--- config.mk ---
export PLATFORM = sky130hd
export DESIGN_NAME = riscv_mem
export DESIGN_NICKNAME = d
export VERILOG_FILES = /design/src/common/riscv_pkg.sv /design/src/verilog/riscv_mem.sv
export VERILOG_INCLUDE_DIRS = /design/src /design/src/common
export SDC_FILE = /design/constraint.sdc
export NUM_CORES = 2
export LEC_CHECK = 0
export CAP_MARGIN = 20
export CORE_MARGIN = 2
export CORE_UTILIZATION = 45
export CTS_CLUSTER_DIAMETER = 120
export DETAILED_ROUTE_END_ITERATION = 8
export DONT_BUFFER_PORTS = 1
export GPL_ROUTABILITY_DRIVEN = 0
export PLACE_DENSITY = 0.6
export SYNTH_ARGS = -nofsm -noshare
export SYNTH_HDL_FRONTEND = slang
export SYNTH_SLANG_ARGS = --single-unit
--- constraint.sdc ---
create_clock -name i_clk -period 9.1 [get_ports i_clk]
set_input_delay 0.455 -clock i_clk [delete_from_list [all_inputs] [get_ports i_clk]]
set_output_delay 0.455 -clock i_clk [all_outputs]
set_load 0.05 [all_outputs]
--- src/common/riscv_settings.svh ---
`ifndef RISCV_SETTINGS_SVH
`define RISCV_SETTINGS_SVH

// word width of the core
`define RISCV_XLEN 32

// memory sizes, counted in words
`define RISCV_IMEM_DEPTH 64
`define RISCV_DMEM_DEPTH 64

`endif
--- src/common/riscv_pkg.sv ---
package riscv_pkg;

`include "riscv_settings.svh"

   typedef logic [`RISCV_XLEN-1:0] word_t;   // data or instruction word
   typedef logic [4:0]             regaddr_t; // x0..x31

   // opcode groups the decoder knows about
   typedef enum logic [6:0] {
      OPC_OP     = 7'b0110011, // add sub and or xor slt
      OPC_OP_IMM = 7'b0010011, // addi
      OPC_LOAD   = 7'b0000011, // lw
      OPC_STORE  = 7'b0100011, // sw
      OPC_BRANCH = 7'b1100011, // beq
      OPC_JAL    = 7'b1101111,
      OPC_LUI    = 7'b0110111
   } opcode_t;

   // execute operand source
   typedef enum logic [1:0] {
      FWD_RF    = 2'd0, // value read in decode
      FWD_WB    = 2'd1, // writeback result
      FWD_ALU_M = 2'd2, // alu result in memory stage
      FWD_IMM_M = 2'd3  // lui immediate in memory stage
   } fwd_sel_t;

   // writeback source, RS_MEM also marks a load for the hazard unit
   typedef enum logic [1:0] {
      RS_ALU = 2'd0,
      RS_MEM = 2'd1,
      RS_PC4 = 2'd2,
      RS_IMM = 2'd3
   } result_src_t;

   typedef enum logic [2:0] {
      ALU_ADD, ALU_SUB, ALU_AND, ALU_OR, ALU_XOR, ALU_SLT
   } alu_op_t;

endpackage

--- src/verilog/riscv_mem.sv ---
`timescale 1ns/1ps

module riscv_mem
   import riscv_pkg::*;
#(
   parameter int DEPTH = 64   // words
)
(
   input  logic  i_clk,
   input  logic  i_we,
   input  word_t i_waddr,     // byte address
   input  word_t i_wdata,
   input  word_t i_raddr,     // byte address
   output word_t o_rdata
);

   localparam int AW = $clog2(DEPTH);

   word_t mem [DEPTH];

   // word index from bit 2 upward
   always_ff @(posedge i_clk)
   begin
      if (i_we)
         mem[i_waddr[AW+1:2]] <= i_wdata;
   end

   assign o_rdata = mem[i_raddr[AW+1:2]]; // async read

endmodule

==> flow_summary.json <==
{
  "grt_usage_pct": 21.84,
  "synth-warning-count": 0,
  "rsz0062_at_grt": "no",
  "tritoncts": "yes",
  "routedWlPerCell_microns": 32.11,
  "drt-total-wl_microns": 190900,
  "grt_max_degree": 514,
  "final-setup-viol-count": 0,
  "numClockSinks": 2048,
  "clock_tree.root_cell": "sky130_fd_sc_hd__clkbuf_16",
  "coreArea_sq_um": 171700,
  "vias_per_instance": 5.996,
  "synth_common_cells": "sky130_fd_sc_hd__edfxtp_1, sky130_fd_sc_hd__mux4_2, sky130_fd_sc_hd__nor2_1, sky130_fd_sc_hd__mux2i_1, sky130_fd_sc_hd__o22ai_1",
  "largest_register_ffs": 2048,
  "area_growth_pct": 13.55,
  "netlist.area_leader.share_pct": 78.97,
  "std_cell_rows": 152,
  "cts.htree.levels": 4,
  "timing.max_cap.violations": 0,
  "power_density_nw_per_um2": 215.8,
  "timing.setup.tns_ps": 0,
  "synth_nets": 3390,
  "number_of_pins_exceeding_their_max_slew_limit_in_the_final_report": 0,
  "crit_path_end_kind": "output pin",
  "seq_area_frac_synth_pct": 78.97,
  "first_pass_iters": 5,
  "critical_path_class": "input port to output pin",
  "slew_headroom_pct": 19.99,
  "number_of_nets_in_the_layout": 3574,
  "buffer_ports.inserted": 0,
  "die_x_microns": 420,
  "synth.largest_area_cell": "sky130_fd_sc_hd__edfxtp_1",
  "drt_initial_violations": 4425,
  "avgSynthCellArea_sq_um": 23.66,
  "synth_edf_count": 2048,
  "cts_max_path_bufs": 3,
  "first_global_vias": 36035,
  "post_route_cells_drive_above_1_share_pct": 27.80,
  "final_hold_violating_endpoints": 0,
  "startpoint_type": "input port",
  "layout_min_cycle_time_ps": 5476,
  "ys_types": 33,
  "initial_core_util_pct": 45.35,
  "antenna_found_initial": 7,
  "synth_most_common_cell": "sky130_fd_sc_hd__edfxtp_1",
  "grt.overflow.total": 0,
  "maximum_vdd_drop_v": 0.0001866,
  "maxClockFrequency_ghz": 0.1826,
  "crit_path_max_fanout": 137,
  "grt_pass1_wl_microns": 268600,
  "design.portCount": 130,
  "min-delay-path-class": "input port to register",
  "syn-instance-count": 3292,
  "fin_total_pwr_mw": 19.08,
  "ys_async_sr_fraction_pct": 0,
  "post_synth_main_area_contributors": "sky130_fd_sc_hd__edfxtp_1, sky130_fd_sc_hd__mux4_2, sky130_fd_sc_hd__mux2i_1, sky130_fd_sc_hd__o22ai_1, sky130_fd_sc_hd__nor2_1",
  "die-height_microns": 420,
  "synth_ff_type": "sky130_fd_sc_hd__edfxtp_1",
  "worst-endpoint-arrival_ps": 5020,
  "post-cts-setup-buffer-count": 0,
  "postSynthRegisterBits": 2048,
  "floorplan.die_area_sq_um": 176400,
  "numCtsBuffers": 199,
  "leakage_nw": 27.14,
  "post-route-util_pct": 51.49,
  "drc": 0,
  "status": "finished clean",
  "clk_pin_slew_ps": 60,
  "synthesis.area_sq_um": 77870,
  "required_ps": 8650,
  "hpwl_microns": 93060,
  "min_period_over_period_pct": 60.18,
  "vias": 35651,
  "worst-slew-pin-transition_ps": 1200,
  "detail-route-antenna-nets": 0
}
[routing by layer]
metal  part of all wire (%)  GRT usage [%]  up-vias
li1                       -              -    14534
met1                     42          31.17    19492
met2                     48          34.41     1348
met3                    6.8          3.949      269
met4                    2.9          6.975        8
met5                  0.023              0        -
[path summary, 6_finish.rpt]
check             slack (ps)  cells past startpoint  startpoint           to
setup / recovery        3620                      8  i_raddr[2]   o_rdata[2]
hold / removal           200                      2  i_waddr[4]  mem[54][27]
[cells by family after synthesis]
family / after synthesis / share of synthesized area [%]
flops: 2048 / 78.97
buf+inv: 182 / 1.138
simple gates: 223 / 1.276
compound gates: 202 / 1.687
mux: 637 / 16.93
[through the flow]
step	instances	setup slack [ps]	hold WS (ps)	cell area, sq um
final	5946	3624	195.6	88420
after global routing	5944	3290	164.2	88420
after CTS	5937	5017	130.5	88280
after detailed placement	5515	5327	558.5	81100
after global placement	5515	5504	558.1	81100
after floorplan	3292	5485	553.9	77870
[layout make-up]
| class | instances | area [sq um] |
|---|---|---|
| diodes | 3 | 7.507 |
| clock buffers | 246 | 5199 |
| clock inverters | 112 | 789.5 |
| fillers | 13261 | 83310 |
| multi-input cells | 1062 | 15990 |
| flip-flops and latches | 2048 | 61500 |
| well taps | 2310 | 2890 |
| repair buffers | 165 | 2047 |
[critical path: stages]
cell and delay, ps:
sky130_fd_sc_hd__buf_16 590, sky130_fd_sc_hd__buf_16 730, sky130_fd_sc_hd__buf_16 760, sky130_fd_sc_hd__mux4_2 610, sky130_fd_sc_hd__mux4_2 550, sky130_fd_sc_hd__o22ai_1 420
sky130_fd_sc_hd__nor2_1 220, sky130_fd_sc_hd__buf_4 240
[power by group]
| group | switching [mW] | total [mW] | internal, mW |
|---|---|---|---|
| sequential | 0.0128 | 10.5 | 10.4 |
| clock | 3.40 | 7.68 | 4.28 |
| combinational | 0.564 | 0.945 | 0.381 |
[timing repair]
item                                   in CTS  in global routing
endpoints found under the hold margin    2048                  0
hold buffers                               64                  0
resized for setup                           0                  0
[cells in the final DEF (no fill, tap or decap), drive strengths merged, types with 15 or more instances in the layout]
cell,netlist,routed
edfxtp,2048,2048
mux4,544,544
clkbuf,74,246
nor2,137,137
buf,108,133
clkinv,0,95
mux2i,93,93
o22ai,84,84
a21oi,62,62
dlygate4sd3,0,32
o221ai,27,27
nand2,26,26
nor2b,15,15
Power figures use the tool's default switching activity.
